===== src/verilog/aud_config.svh =====
`ifndef AUD_CONFIG_SVH
`define AUD_CONFIG_SVH

// one pcm sample, left channel only
`define AUD_SAMPLE_W 16

// sram word address, one sample per word
`define AUD_ADDR_W 20

// playback speed factor
`define AUD_SPEED_W 3

// samples per recording
// kept small for simulation, can go up to the full address range
`define AUD_REC_DEPTH 64

`endif


===== src/verilog/audio_pkg.sv =====
`default_nettype none

`include "aud_config.svh"

package audio_pkg;

	// signed pcm sample as sent by the codec
	typedef logic signed [`AUD_SAMPLE_W-1:0] sample_t;

	// sample address in external sram
	typedef logic [`AUD_ADDR_W-1:0] sram_addr_t;

	// playback factor 1..7, zero counts as 1
	typedef logic [`AUD_SPEED_W-1:0] speed_t;

endpackage

`default_nettype wire


===== src/verilog/ctrl_pkg.sv =====
`default_nettype none

`include "aud_config.svh"

package ctrl_pkg;

	// controller states
	typedef enum logic [2:0] {
		IDLE       = 3'd0,
		RECD       = 3'd1,
		RECD_PAUSE = 3'd2,
		PLAY       = 3'd3,
		PLAY_PAUSE = 3'd4
	} ctrl_state_e;

	// recorder command levels
	typedef struct packed {
		logic start;
		logic pause;
		logic stop;
	} rec_cmd_t;

	// dsp command levels
	typedef struct packed {
		logic start;
		logic pause;
		logic stop;
	} play_cmd_t;

	// playback mode from the user switches
	typedef struct packed {
		audio_pkg::speed_t speed;
		logic              fast;
		logic              slow;
	} play_mode_t;

endpackage

`default_nettype wire


===== src/verilog/rec_ctrl.sv =====
`timescale 1ns/100ps
`default_nettype none

module rec_ctrl (
	input  wire                   i_clk,
	input  wire                   i_rst_n,
	input  wire                   i_key_rec,
	input  wire                   i_key_play,
	input  wire                   i_key_stop,
	input  wire                   i_rec_fin,
	input  wire                   i_play_fin,
	output ctrl_pkg::rec_cmd_t    o_rec_cmd,
	output ctrl_pkg::play_cmd_t   o_play_cmd,
	output ctrl_pkg::ctrl_state_e o_state
);

	localparam ctrl_pkg::rec_cmd_t REC_START = '{start: 1'b1, default: 1'b0};
	localparam ctrl_pkg::rec_cmd_t REC_PAUSE = '{pause: 1'b1, default: 1'b0};
	localparam ctrl_pkg::rec_cmd_t REC_STOP  = '{stop: 1'b1, default: 1'b0};

	localparam ctrl_pkg::play_cmd_t PLAY_START = '{start: 1'b1, default: 1'b0};
	localparam ctrl_pkg::play_cmd_t PLAY_PAUSE = '{pause: 1'b1, default: 1'b0};
	localparam ctrl_pkg::play_cmd_t PLAY_STOP  = '{stop: 1'b1, default: 1'b0};

	ctrl_pkg::ctrl_state_e state_q, state_d;
	ctrl_pkg::rec_cmd_t    rec_q, rec_d;
	ctrl_pkg::play_cmd_t   play_q, play_d;

	// keys that do not apply in a state fall through and are ignored
	always_comb begin
		state_d = state_q;
		rec_d   = rec_q;
		play_d  = play_q;
		case (state_q)
			ctrl_pkg::IDLE: begin
				if (i_key_rec) begin
					state_d = ctrl_pkg::RECD;
					rec_d   = REC_START;
					play_d  = '0;
				end else if (i_key_play) begin
					state_d = ctrl_pkg::PLAY;
					play_d  = PLAY_START;
					rec_d   = '0;
				end
			end
			ctrl_pkg::RECD: begin
				if (i_key_stop || i_rec_fin) begin
					state_d = ctrl_pkg::IDLE;
					rec_d   = REC_STOP;
				end else if (i_key_rec) begin
					state_d = ctrl_pkg::RECD_PAUSE;
					rec_d   = REC_PAUSE;
				end
			end
			ctrl_pkg::RECD_PAUSE: begin
				if (i_key_stop) begin
					state_d = ctrl_pkg::IDLE;
					rec_d   = REC_STOP;
				end else if (i_key_rec) begin
					state_d = ctrl_pkg::RECD;
					rec_d   = REC_START;
				end
			end
			ctrl_pkg::PLAY: begin
				if (i_key_stop || i_play_fin) begin
					state_d = ctrl_pkg::IDLE;
					play_d  = PLAY_STOP;
				end else if (i_key_play) begin
					state_d = ctrl_pkg::PLAY_PAUSE;
					play_d  = PLAY_PAUSE;
				end
			end
			ctrl_pkg::PLAY_PAUSE: begin
				if (i_key_stop) begin
					state_d = ctrl_pkg::IDLE;
					play_d  = PLAY_STOP;
				end else if (i_key_play) begin
					state_d = ctrl_pkg::PLAY;
					play_d  = PLAY_START;
				end
			end
			default: begin
				state_d = ctrl_pkg::IDLE;
			end
		endcase
	end

	always_ff @(posedge i_clk or negedge i_rst_n) begin
		if (!i_rst_n) begin
			state_q <= ctrl_pkg::IDLE;
			rec_q   <= '0;
			play_q  <= '0;
		end else begin
			state_q <= state_d;
			rec_q   <= rec_d;
			play_q  <= play_d;
		end
	end

	assign o_state    = state_q;
	assign o_rec_cmd  = rec_q;
	assign o_play_cmd = play_q;

	// recorder and dsp each see one command level at a time
	a_cmd_onehot: assert property (@(posedge i_clk) disable iff (!i_rst_n)
		$onehot0(rec_q) && $onehot0(play_q))
		else $error("command struct with more than one level high");

endmodule

`default_nettype wire


===== src/verilog/aud_recorder.sv =====
`timescale 1ns/100ps
`default_nettype none

`include "aud_config.svh"

module aud_recorder (
	input  wire                   i_clk,
	input  wire                   i_rst_n,
	input  wire ctrl_pkg::rec_cmd_t i_cmd,
	input  wire                   i_bclk,
	input  wire                   i_lrck,
	input  wire                   i_adcdat,
	output audio_pkg::sram_addr_t o_addr,
	output audio_pkg::sample_t    o_data,
	output logic                  o_we,
	output audio_pkg::sram_addr_t o_end_addr,
	output logic                  o_fin
);

	localparam audio_pkg::sram_addr_t DEPTH = audio_pkg::sram_addr_t'(`AUD_REC_DEPTH);
	localparam audio_pkg::sram_addr_t LAST_ADDR = DEPTH - 1'b1;
	// rise 0 is the i2s delay bit, rises 1..16 carry msb to lsb
	localparam int CNT_W = $clog2(`AUD_SAMPLE_W + 1);
	localparam logic [CNT_W-1:0] LAST_RISE = CNT_W'(`AUD_SAMPLE_W);

	logic [2:0] bclk_sync;
	logic [2:0] lrck_sync;
	logic [1:0] dat_sync;
	logic bclk_rise;
	logic lrck_fall;
	logic frame_on;
	logic [CNT_W-1:0] rise_cnt;
	logic prev_start;
	logic prev_pause;
	logic from_idle;
	logic full;
	audio_pkg::sram_addr_t addr_q;

	always_ff @(posedge i_clk or negedge i_rst_n) begin
		if (!i_rst_n) begin
			bclk_sync <= '0;
			lrck_sync <= '0;
			dat_sync  <= '0;
		end else begin
			bclk_sync <= {bclk_sync[1:0], i_bclk};
			lrck_sync <= {lrck_sync[1:0], i_lrck};
			dat_sync  <= {dat_sync[0], i_adcdat};
		end
	end

	// dat_sync[1] lines up with bclk_sync[1]
	assign bclk_rise = bclk_sync[1] & ~bclk_sync[2];
	assign lrck_fall = ~lrck_sync[1] & lrck_sync[2];

	assign from_idle = i_cmd.start & ~prev_start & ~prev_pause;
	assign full      = (addr_q >= DEPTH);

	// left word capture, dropped when start goes away mid-frame
	always_ff @(posedge i_clk or negedge i_rst_n) begin
		if (!i_rst_n) begin
			frame_on <= 1'b0;
			rise_cnt <= '0;
			o_we     <= 1'b0;
		end else begin
			o_we <= 1'b0;
			if (!i_cmd.start || full) begin
				frame_on <= 1'b0;
			end else if (lrck_fall) begin
				frame_on <= 1'b1;
				rise_cnt <= '0;
			end else if (frame_on && bclk_rise) begin
				rise_cnt <= rise_cnt + 1'b1;
				if (rise_cnt == LAST_RISE) begin
					frame_on <= 1'b0;
					o_we     <= 1'b1;
				end
			end
		end
	end

	always_ff @(posedge i_clk) begin
		if (frame_on && bclk_rise && rise_cnt != '0) begin
			o_data <= {o_data[`AUD_SAMPLE_W-2:0], dat_sync[1]};
		end
	end

	// address counts written samples, cleared only on a fresh start
	always_ff @(posedge i_clk or negedge i_rst_n) begin
		if (!i_rst_n) begin
			addr_q     <= '0;
			prev_start <= 1'b0;
			prev_pause <= 1'b0;
			o_fin      <= 1'b0;
		end else begin
			prev_start <= i_cmd.start;
			prev_pause <= i_cmd.pause;
			o_fin      <= o_we && (addr_q == LAST_ADDR);
			if (from_idle) begin
				addr_q <= '0;
			end else if (o_we) begin
				addr_q <= addr_q + 1'b1;
			end
		end
	end

	assign o_addr     = addr_q;
	assign o_end_addr = addr_q;

	a_no_write_past_depth: assert property (@(posedge i_clk) disable iff (!i_rst_n)
		!(o_we && full))
		else $error("sram write at or beyond recording depth");

endmodule

`default_nettype wire


===== src/verilog/aud_dsp.sv =====
`timescale 1ns/100ps
`default_nettype none

module aud_dsp (
	input  wire                          i_clk,
	input  wire                          i_rst_n,
	input  wire ctrl_pkg::play_cmd_t     i_cmd,
	input  wire ctrl_pkg::play_mode_t    i_mode,
	input  wire                          i_lrck,
	input  wire audio_pkg::sample_t      i_rdata,
	input  wire audio_pkg::sram_addr_t   i_stop_addr,
	output audio_pkg::sram_addr_t        o_addr,
	output audio_pkg::sample_t           o_sample,
	output logic                         o_active,
	output logic                         o_fin
);

	logic [2:0] lrck_sync;
	logic lrck_fall;
	logic at_end;
	logic hold_done;
	audio_pkg::speed_t step;
	audio_pkg::speed_t hold_q;
	audio_pkg::sram_addr_t addr_q;
	audio_pkg::sram_addr_t addr_next;
	audio_pkg::sample_t sample_q;

	always_ff @(posedge i_clk or negedge i_rst_n) begin
		if (!i_rst_n) begin
			lrck_sync <= '0;
		end else begin
			lrck_sync <= {lrck_sync[1:0], i_lrck};
		end
	end

	assign lrck_fall = ~lrck_sync[1] & lrck_sync[2];

	// speed of zero behaves as one
	assign step = (i_mode.speed == '0) ? audio_pkg::speed_t'(1) : i_mode.speed;

	// this output is the last repeat of the held address
	assign hold_done = (hold_q + 1'b1 >= step);

	// fin waits one frame so the last word still reaches the dac
	assign at_end = (addr_q >= i_stop_addr);

	always_comb begin
		addr_next = addr_q + 1'b1;
		if (i_mode.fast) begin
			addr_next = addr_q + step;
		end else if (i_mode.slow && !hold_done) begin
			addr_next = addr_q;
		end
	end

	always_ff @(posedge i_clk or negedge i_rst_n) begin
		if (!i_rst_n) begin
			addr_q   <= '0;
			hold_q   <= '0;
			sample_q <= '0;
			o_fin    <= 1'b0;
		end else begin
			o_fin <= 1'b0;
			if (!i_cmd.start) begin
				sample_q <= '0;
			end
			if (i_cmd.stop) begin
				addr_q <= '0;
				hold_q <= '0;
			end else if (i_cmd.start && lrck_fall) begin
				if (at_end) begin
					o_fin    <= 1'b1;
					sample_q <= '0;
				end else begin
					sample_q <= i_rdata;
					addr_q   <= addr_next;
					if (i_mode.slow && !i_mode.fast && !hold_done) begin
						hold_q <= hold_q + 1'b1;
					end else begin
						hold_q <= '0;
					end
				end
			end
		end
	end

	assign o_addr   = addr_q;
	assign o_sample = sample_q;
	assign o_active = i_cmd.start;

	a_fin_pulse: assert property (@(posedge i_clk) disable iff (!i_rst_n)
		o_fin |=> !o_fin)
		else $error("play finish held longer than one cycle");

endmodule

`default_nettype wire


===== src/verilog/aud_player.sv =====
`timescale 1ns/100ps
`default_nettype none

`include "aud_config.svh"

module aud_player (
	input  wire                     i_clk,
	input  wire                     i_rst_n,
	input  wire                     i_en,
	input  wire                     i_bclk,
	input  wire                     i_lrck,
	input  wire audio_pkg::sample_t i_sample,
	output logic                    o_dacdat
);

	localparam int CNT_W = $clog2(`AUD_SAMPLE_W + 1);

	logic [2:0] bclk_sync;
	logic [2:0] lrck_sync;
	logic bclk_fall;
	logic lrck_fall;
	logic pending;
	logic load;
	logic [CNT_W-1:0] bits_left;
	audio_pkg::sample_t shift_q;

	always_ff @(posedge i_clk or negedge i_rst_n) begin
		if (!i_rst_n) begin
			bclk_sync <= '0;
			lrck_sync <= '0;
		end else begin
			bclk_sync <= {bclk_sync[1:0], i_bclk};
			lrck_sync <= {lrck_sync[1:0], i_lrck};
		end
	end

	assign bclk_fall = ~bclk_sync[1] & bclk_sync[2];
	assign lrck_fall = ~lrck_sync[1] & lrck_sync[2];

	// msb goes out one bclk after the frame edge
	assign load = bclk_fall & pending & ~lrck_fall;

	always_ff @(posedge i_clk or negedge i_rst_n) begin
		if (!i_rst_n) begin
			pending   <= 1'b0;
			bits_left <= '0;
		end else begin
			if (lrck_fall) begin
				pending <= 1'b1;
			end else if (load) begin
				pending   <= 1'b0;
				bits_left <= CNT_W'(`AUD_SAMPLE_W);
			end else if (bclk_fall && bits_left != '0) begin
				bits_left <= bits_left - 1'b1;
			end
		end
	end

	always_ff @(posedge i_clk) begin
		if (load) begin
			shift_q <= i_sample;
		end else if (bclk_fall) begin
			shift_q <= shift_q << 1;
		end
	end

	// zero outside the word, right channel included
	assign o_dacdat = i_en & (bits_left != '0) & shift_q[`AUD_SAMPLE_W-1];

	a_word_fits_frame: assert property (@(posedge i_clk) disable iff (!i_rst_n)
		lrck_fall |-> bits_left == '0)
		else $error("dac word still shifting at next frame start");

endmodule

`default_nettype wire


===== src/verilog/aud_top.sv =====
`timescale 1ns/100ps
`default_nettype none

module aud_top (
	input  wire                        i_clk,
	input  wire                        i_rst_n,
	input  wire                        i_key_rec,
	input  wire                        i_key_play,
	input  wire                        i_key_stop,
	input  wire                        i_aud_bclk,
	input  wire                        i_aud_lrck,
	input  wire                        i_aud_adcdat,
	output logic                       o_aud_dacdat,
	output audio_pkg::sram_addr_t      o_sram_addr,
	output logic                       o_sram_we_n,
	output audio_pkg::sample_t         o_sram_wdata,
	input  wire audio_pkg::sample_t    i_sram_rdata,
	input  wire audio_pkg::speed_t     i_speed,
	input  wire                        i_fast,
	input  wire                        i_slow,
	output ctrl_pkg::ctrl_state_e      o_state
);

	ctrl_pkg::rec_cmd_t    rec_cmd;
	ctrl_pkg::play_cmd_t   play_cmd;
	ctrl_pkg::play_mode_t  play_mode;
	ctrl_pkg::ctrl_state_e state;
	audio_pkg::sram_addr_t rec_addr;
	audio_pkg::sram_addr_t rec_end_addr;
	audio_pkg::sram_addr_t dsp_addr;
	audio_pkg::sample_t    play_sample;
	logic rec_we;
	logic rec_fin;
	logic play_fin;
	logic play_active;
	logic recording;

	assign play_mode = '{speed: i_speed, fast: i_fast, slow: i_slow};

	// sram belongs to the recorder only while recording
	assign recording   = (state == ctrl_pkg::RECD);
	assign o_sram_addr = recording ? rec_addr : dsp_addr;
	assign o_sram_we_n = ~(recording & rec_we);
	assign o_state     = state;

	rec_ctrl u_ctrl (
		.i_clk      (i_clk),
		.i_rst_n    (i_rst_n),
		.i_key_rec  (i_key_rec),
		.i_key_play (i_key_play),
		.i_key_stop (i_key_stop),
		.i_rec_fin  (rec_fin),
		.i_play_fin (play_fin),
		.o_rec_cmd  (rec_cmd),
		.o_play_cmd (play_cmd),
		.o_state    (state)
	);

	aud_recorder u_recorder (
		.i_clk      (i_clk),
		.i_rst_n    (i_rst_n),
		.i_cmd      (rec_cmd),
		.i_bclk     (i_aud_bclk),
		.i_lrck     (i_aud_lrck),
		.i_adcdat   (i_aud_adcdat),
		.o_addr     (rec_addr),
		.o_data     (o_sram_wdata),
		.o_we       (rec_we),
		.o_end_addr (rec_end_addr),
		.o_fin      (rec_fin)
	);

	aud_dsp u_dsp (
		.i_clk       (i_clk),
		.i_rst_n     (i_rst_n),
		.i_cmd       (play_cmd),
		.i_mode      (play_mode),
		.i_lrck      (i_aud_lrck),
		.i_rdata     (i_sram_rdata),
		.i_stop_addr (rec_end_addr),
		.o_addr      (dsp_addr),
		.o_sample    (play_sample),
		.o_active    (play_active),
		.o_fin       (play_fin)
	);

	aud_player u_player (
		.i_clk    (i_clk),
		.i_rst_n  (i_rst_n),
		.i_en     (play_active),
		.i_bclk   (i_aud_bclk),
		.i_lrck   (i_aud_lrck),
		.i_sample (play_sample),
		.o_dacdat (o_aud_dacdat)
	);

endmodule

`default_nettype wire


===== config.mk =====
export PLATFORM = sky130hd
export DESIGN_NAME = aud_top
export DESIGN_NICKNAME = d
export VERILOG_FILES = /design/src/verilog/audio_pkg.sv /design/src/verilog/ctrl_pkg.sv /design/src/verilog/rec_ctrl.sv /design/src/verilog/aud_recorder.sv /design/src/verilog/aud_dsp.sv /design/src/verilog/aud_player.sv /design/src/verilog/aud_top.sv
export VERILOG_INCLUDE_DIRS = /design/src /design/src/verilog
export SDC_FILE = /design/constraint.sdc
export NUM_CORES = 1
export LEC_CHECK = 0
export BUFFER_PORTS_ARGS = -buffer_cell sky130_fd_sc_hd__buf_2
export CORE_MARGIN = 1.5
export CORE_UTILIZATION = 40
export DETAILED_ROUTE_END_ITERATION = 10
export GPL_ROUTABILITY_DRIVEN = 0
export PLACE_DENSITY = 0.63
export SLEW_MARGIN = 20
export SYNTH_ARGS = -nofsm -noshare
export SYNTH_HDL_FRONTEND = slang
export SYNTH_SLANG_ARGS = --single-unit

===== constraint.sdc =====
create_clock -name i_clk -period 4.2 [get_ports i_clk]
set_clock_uncertainty 0.2 [all_clocks]
set_input_delay 0.84 -clock i_clk [delete_from_list [all_inputs] [get_ports i_clk]]
set_output_delay 0.84 -clock i_clk [all_outputs]
set_load 0.01 [all_outputs]

# Yosys cells after proc, flatten, opt, wreduce, memory -nomap -nowiden
# Index checks and enable logic that the tools add are counted.
[word_totals]
regBits = 133
out_inout_bits = 41
word_cells = 164
[op_classes]
addsub = 6
order_cmp = 3
n_eq_ne = 12
mux = 58
bitwise = 22
reduce_logical = 36
[ops]
columns = ["cell", "count"]
rows = [
  ["two-way mux 20 bit", 8],
  ["two-way mux 16 bit", 6],
  ["two-way mux 3 bit", 24],
  ["adder 20 x 1 -> 20 bit, second input constant", 2],
  ["adder 20 x 3 -> 20 bit", 1],
  ["== test 20 x 6 -> 1 bit, second input constant", 1],
  [">= comparator 20 bit", 1],
  [">= comparator 20 x 7 -> 1 bit, second input constant", 1],
  ["two-way mux 5 bit", 4],
  ["case mux 3 bit (3 select lines)", 2],
  ["case mux 3 bit (5 select lines)", 1],
  ["two-way mux 1 bit", 13],
  ["AND 1 bit", 12],
  ["nonzero test 2 bit", 6],
  ["nonzero test 3 bit", 4],
  ["inverter 1 bit", 10],
  ["AND reduction 2 bit", 5],
  ["nonzero test 5 bit", 2],
  ["!= test 3 bit, second input constant", 3],
  ["logical AND 1 bit", 8],
  ["== test 3 x 2 -> 1 bit, second input constant", 2],
  ["zero test 3 bit", 2],
  ["!= test 3 x 2 -> 1 bit, second input constant", 2],
  ["AND reduction 3 bit", 2],
  ["other kinds (11)", 15],
]

# Depth between registers and ports, before layout
[depth]
word_depth = 10
mapped_depth = 11
ltp_nobuf = 10

# By module
# From an unflattened synthesis, not the netlist that was laid out.
[hier_totals]
hier_cells = 643
hier_area_um2 = 7143.1
[by_module_without_submodules]
columns = ["module", "n_inst", "cells_per_inst", "area_per_inst_um2", "seq_area_each_um2"]
rows = [
  ["aud_dsp", 1, 270, 2682.6, 1076.0],
  ["aud_recorder", 1, 200, 2397.3, 1431.4],
  ["aud_player", 1, 75, 1171.1, 780.7],
  ["rec_ctrl", 1, 74, 621.8, 225.2],
  ["aud_top", 1, 24, 270.3, 0.0],
]

# Least setup slack after synthesis
# Ideal clock, no wire load.
[synth_timing]
path_kind = "reg-to-output"
from = "register u_ctrl.state_q[0] (netlist: u_ctrl.o_state[0])"
to = "output o_sram_addr[10]"
arrival_time_ns = 2.018
required_time_ns = 3.160
setup_slack_ns = 1.142
stages_incl_launch_ff = 6
cell_sequence = "dfrtp_1 -> clkbuf_1 -> inv_1 -> nor3_1 -> clkbuf_1 -> mux2_2"
[synth_between]
elab_chain_cells = 2
[synth_rtl]
columns = ["item", "line", "source"]
rows = [
  ["from (decl)", "rec_ctrl.sv:25", "ctrl_pkg::ctrl_state_e state_q, state_d;"],
  ["from (signal assigned)", "rec_ctrl.sv:90", "state_q <= ctrl_pkg::IDLE;"],
  ["from (signal assigned)", "rec_ctrl.sv:94", "state_q <= state_d;"],
  ["== test 3 x 1 -> 1 bit", "aud_top.sv:41", "assign recording = (state == ctrl_pkg::RECD);"],
  ["two-way mux 20 bit", "aud_top.sv:42", "assign o_sram_addr = recording ? rec_addr : dsp_addr;"],
  ["to (decl)", "aud_top.sv:14", "output audio_pkg::sram_addr_t o_sram_addr,"],
]
# No other way between the ends.

# Worst setup path in the final report
[layout_timing]
from = "register u_recorder.addr_q[17] (netlist: u_recorder.o_addr[17])"
to = "register u_dsp.addr_q[16] (netlist: u_dsp.o_addr[16])"
[layout_between]
elab_chain_cells = 3
[layout_rtl]
columns = ["item", "line", "source"]
rows = [
  ["from (decl)", "aud_recorder.sv:37", "audio_pkg::sram_addr_t addr_q;"],
  ["from (signal assigned)", "aud_recorder.sv:101", "addr_q <= addr_q + 1'b1;"],
  [">= comparator 20 bit", "aud_dsp.sv:45", "assign at_end = (addr_q >= i_stop_addr);"],
  ["!= test 2 bit (no line)", "--", ""],
  ["AND reduction 3 bit (no line)", "--", ""],
  ["to (signal assigned)", "aud_dsp.sv:76", "addr_q <= addr_next;"],
  ["to (decl)", "aud_dsp.sv:24", "audio_pkg::sram_addr_t addr_q;"],
]
# No other way between the ends.
# A chain may end at the register's enable or synchronous reset.

==> results by group <==
Pwr
  • Maximum vdd drop: approximately 0.29 mV
  • Total power: 0.00326 W
  • Power per Cell Area: 438 mW/mm^2
  • Leak: 3.36 nW

Placed design
  • Dpl hpwl: between 10,000 and 15,000 um
  • Area after DPL: 0.00688 sq mm
  • Count of port buffers added during placement: ~70
  • DP Worst Slack: 0.550 ns

Clock tree
  • CTS root buffer: clkbuf_16
  • Reg clk slew, reported paths: 0.06 ns
  • CTS max path bufs: 2
  • Post-CTS Setup Bufs: 0
  • CTS sink count: 123
  • CTS Buf Count: 17
  • Post-CTS Resized: 0
  • TritonCTS clock tree: done
  • # hold bufs at CTS: 0
  • Worst-skew pair later-pin latency: around 0.42 ns
  • H-tree levels: 4

GRT
  • Met3 global-route usage: 0.0503
  • Routing usage on met2: 0.301
  • GRT Util Overall: 0.183
  • Initial antenna violation count: 0
  • Grt ovf: 0
  • Most Crowded Layer GR: met2
  • Vias in the first global route: 4,884
  • Largest net degree at the start of global routing: 36
  • First-pass GRT wire length: 23,700 um
  • M1 GR Usage: 0.230

Synthesis
  • Dominant synthesized flop cell: dfrtp_1
  • Syn. warnings: 0
  • Synth Register Bits: 123
  • Seq/Total Area, Yosys: 0.512
  • Synth cell types: 53
  • Synth Instances: 620
  • Post-synth ARST share: 0.740
  • Synthesized area: roughly 0.0063 sq mm
  • EDFF count, synth: 32
  • Syn nets: about 680
  • Mean area per synthesized cell: 10.2 sq um

Worst setup path
  • Worst Path Required: 4.33 ns
  • Crit path depth: 8
  • CP Data Arrival Time: 3.43 ns
  • CP Class: register to register
  • Critical-path top delay cell: a2111o_1
  • Buf+Inv Stages, Crit Path: 1
  • Crit-path cells: inv_1 -> ha_1 -> a21o_1 -> a21o_1 -> a2111o_1 -> a2111o_1 -> or4b_1 -> a21oi_1
  • Critical path's largest stage delay: 0.68 ns
  • Family with the most delay on the worst path: compound AO/OA/AOI/OAI gates
  • Worst r2r path cells: 8
  • Worst Path Max Fanout: 23
  • CP endpoint kind: register
  • CP startpoint kind: register

Die
  • CORE AREA: 0.0153 sq mm
  • Die Ht: 129 um
  • Starting Density: 0.413
  • Total Die Area: 0.0166 sq mm
  • Ports: 70
  • Die X: between 100 and 150 um
  • Site row count: between 40 and 50

Timing
  • Final Cycle Share: 0.786
  • Fmax achieved: 303 MHz
  • Slew Limit Headroom: 0.328
  • Final min period: 3.30 ns
  • Final setup viols: 0
  • Minimum hold slack: about 0.13 ns
  • Worst setup margin: between 0.8 and 0.9 ns
  • Worst-Margin Slew: slightly above 1 ns
  • Final setup TNS: 0 ns
  • Max Slew Vio Count: 0
  • Number of hold violations in the final report: 0
  • RSZ-0062 raised after global routing: false

Run status
  • Status: finished clean

Finish
  • Sequential Area: between 0.003 and 0.004 sq mm
  • Fraction of layout cells with a size suffix above 1: 0.193
  • Multi-input logic area: 0.00285 sq mm
  • Final Cell Area: between 0.007 and 0.008 sq mm
  • Final nets: 753
  • Area Growth Syn to Fin: 17.5%
  • Fill count: roughly 1,500
  • Antenna Diode Count: 0

Detailed routing
  • Iteration-0 DRC Markers: roughly 250
  • Vias: approximately 4,900
  • Drt via density: 5.36
  • WL per Instance: 15.7 um
  • Remaining antenna violation count after routing: 0
  • DR pass1 iterations: 4
  • Drt drc: 0
  • Final WL: between 10,000 and 15,000 um

Min path
  • Worst hold path type: primary input to asynchronous set/reset pin

Job
  • Max cap viols: 0
worst register-to-register path: stages, from the launching register on:
cell and delay, ns:
dfrtp_1 0.40, inv_1 0.08, ha_1 0.31, a21o_1 0.19, a21o_1 0.17, a2111o_1 0.48
a2111o_1 0.68, or4b_1 0.56, a21oi_1 0.15
cell usage in the layout, fill, tap and decap left out, types with 11 or more instances in the layout:
cell / count
nand4_1: 13
clkbuf_16: 17
or3_1: 11
a21oi_1: 38
buf_2: 68
nor3_1: 12
a22o_1: 17
nand3_1: 16
inv_1: 38
o31ai_1: 12
nor2_1: 52
edfxtp_1: 32
nand2_1: 86
dfrtp_1: 91
xnor2_1: 17
ha_1: 33
o21ai_0: 19
or4_1: 12
mux2_2: 19
power by group:
part           switching [W]  total [W]  leakage, nW  internal, W
Combinational       0.000288   0.000474         1.56     0.000186
Sequential          0.000113    0.00142         1.53      0.00131
Clock               0.000550    0.00136        0.274     0.000814
sequential cells by signal (all words and copies together), names as in the netlist, 2 cells and up:
signal,flops
u_dsp.o_sample,16
u_ctrl.o_state,3
u_player.lrck_sync,2
u_ctrl.o_play_cmd,2
u_recorder.dat_sync,2
u_player.shift_q,16
u_recorder.o_data,16
u_recorder.rise_cnt,5
u_dsp.o_addr,20
u_dsp.hold_q,3
u_ctrl.o_rec_cmd,2
u_player.bclk_sync,3
u_recorder.o_addr,20
u_player.bits_left,5
kinds of logic after synthesis:
kind of cell             after synthesis  synth area share
adder cells (fa/ha/maj)               34            0.0684
AO/OA/AOI/OAI                        109             0.114
buffers and inverters                 61            0.0396
flip-flops                           123             0.512
multiplexers                          27            0.0465
XOR/XNOR                              24            0.0332
AND/OR/NAND/NOR                      242             0.186
stage by stage:
step	std cells	utilization
2_1_floorplan	620	-
3_3_place_gp	882	0.449
3_5_place_dp	882	0.449
4_1_cts	914	0.485
5_1_grt	914	0.485
6_report	914	0.485
layout make-up:
| cell class | instances | share of cell area |
|---|---|---|
| Clock buffer | 18 | 0.0577 |
| Inverter | 38 | 0.0192 |
| Timing Repair Buffer | 74 | 0.0518 |
| Tap cell | 211 | 0.0355 |
| Clock inverter | 14 | 0.0167 |
| Sequential cell | 123 | 0.436 |
| Multi-Input combinational cell | 436 | 0.384 |
Yosys cell counts (all sizes together) (13+ instances only):
cell type / number / area [sq um]
nand3: 16 / 80.1
a21oi: 38 / 190
nor2: 53 / 199
o21ai: 19 / 95.1
inv: 38 / 143
nand4: 13 / 81.3
mux2: 19 / 214
a22o: 17 / 149
nand2: 86 / 323
dfrtp: 91 / 2280
xnor2: 17 / 149
clkbuf: 17 / 63.8
edfxtp: 32 / 961
ha: 33 / 413
nor3: 14 / 70.1
metal layers:
metal	part of all wire	wire length, um
met1	0.45	6400
met2	0.48	6930
met3	0.055	782
met4	0.015	222
met5	0	0
worst paths after layout:
check,from,end,slack (ns)
setup / recovery,u_recorder.o_addr[17]$_DFFE_PN0P_,u_dsp.o_addr[16]$_DFFE_PN0P_,0.90
hold / removal,i_rst_n,u_recorder.rise_cnt[2]$_DFFE_PN0P_,0.13
setup reg to reg,u_recorder.o_addr[17]$_DFFE_PN0P_,u_dsp.o_addr[16]$_DFFE_PN0P_,0.90
hold reg to reg,u_recorder.dat_sync[0]$_DFF_PN0_,u_recorder.dat_sync[1]$_DFF_PN0_,0.15
max in group asynchronous,i_rst_n,u_recorder.dat_sync[1]$_DFF_PN0_,2.89
min in group i_clk,u_recorder.dat_sync[0]$_DFF_PN0_,u_recorder.dat_sync[1]$_DFF_PN0_,0.15
No activity file was read; power rests on OpenSTA's default activity.
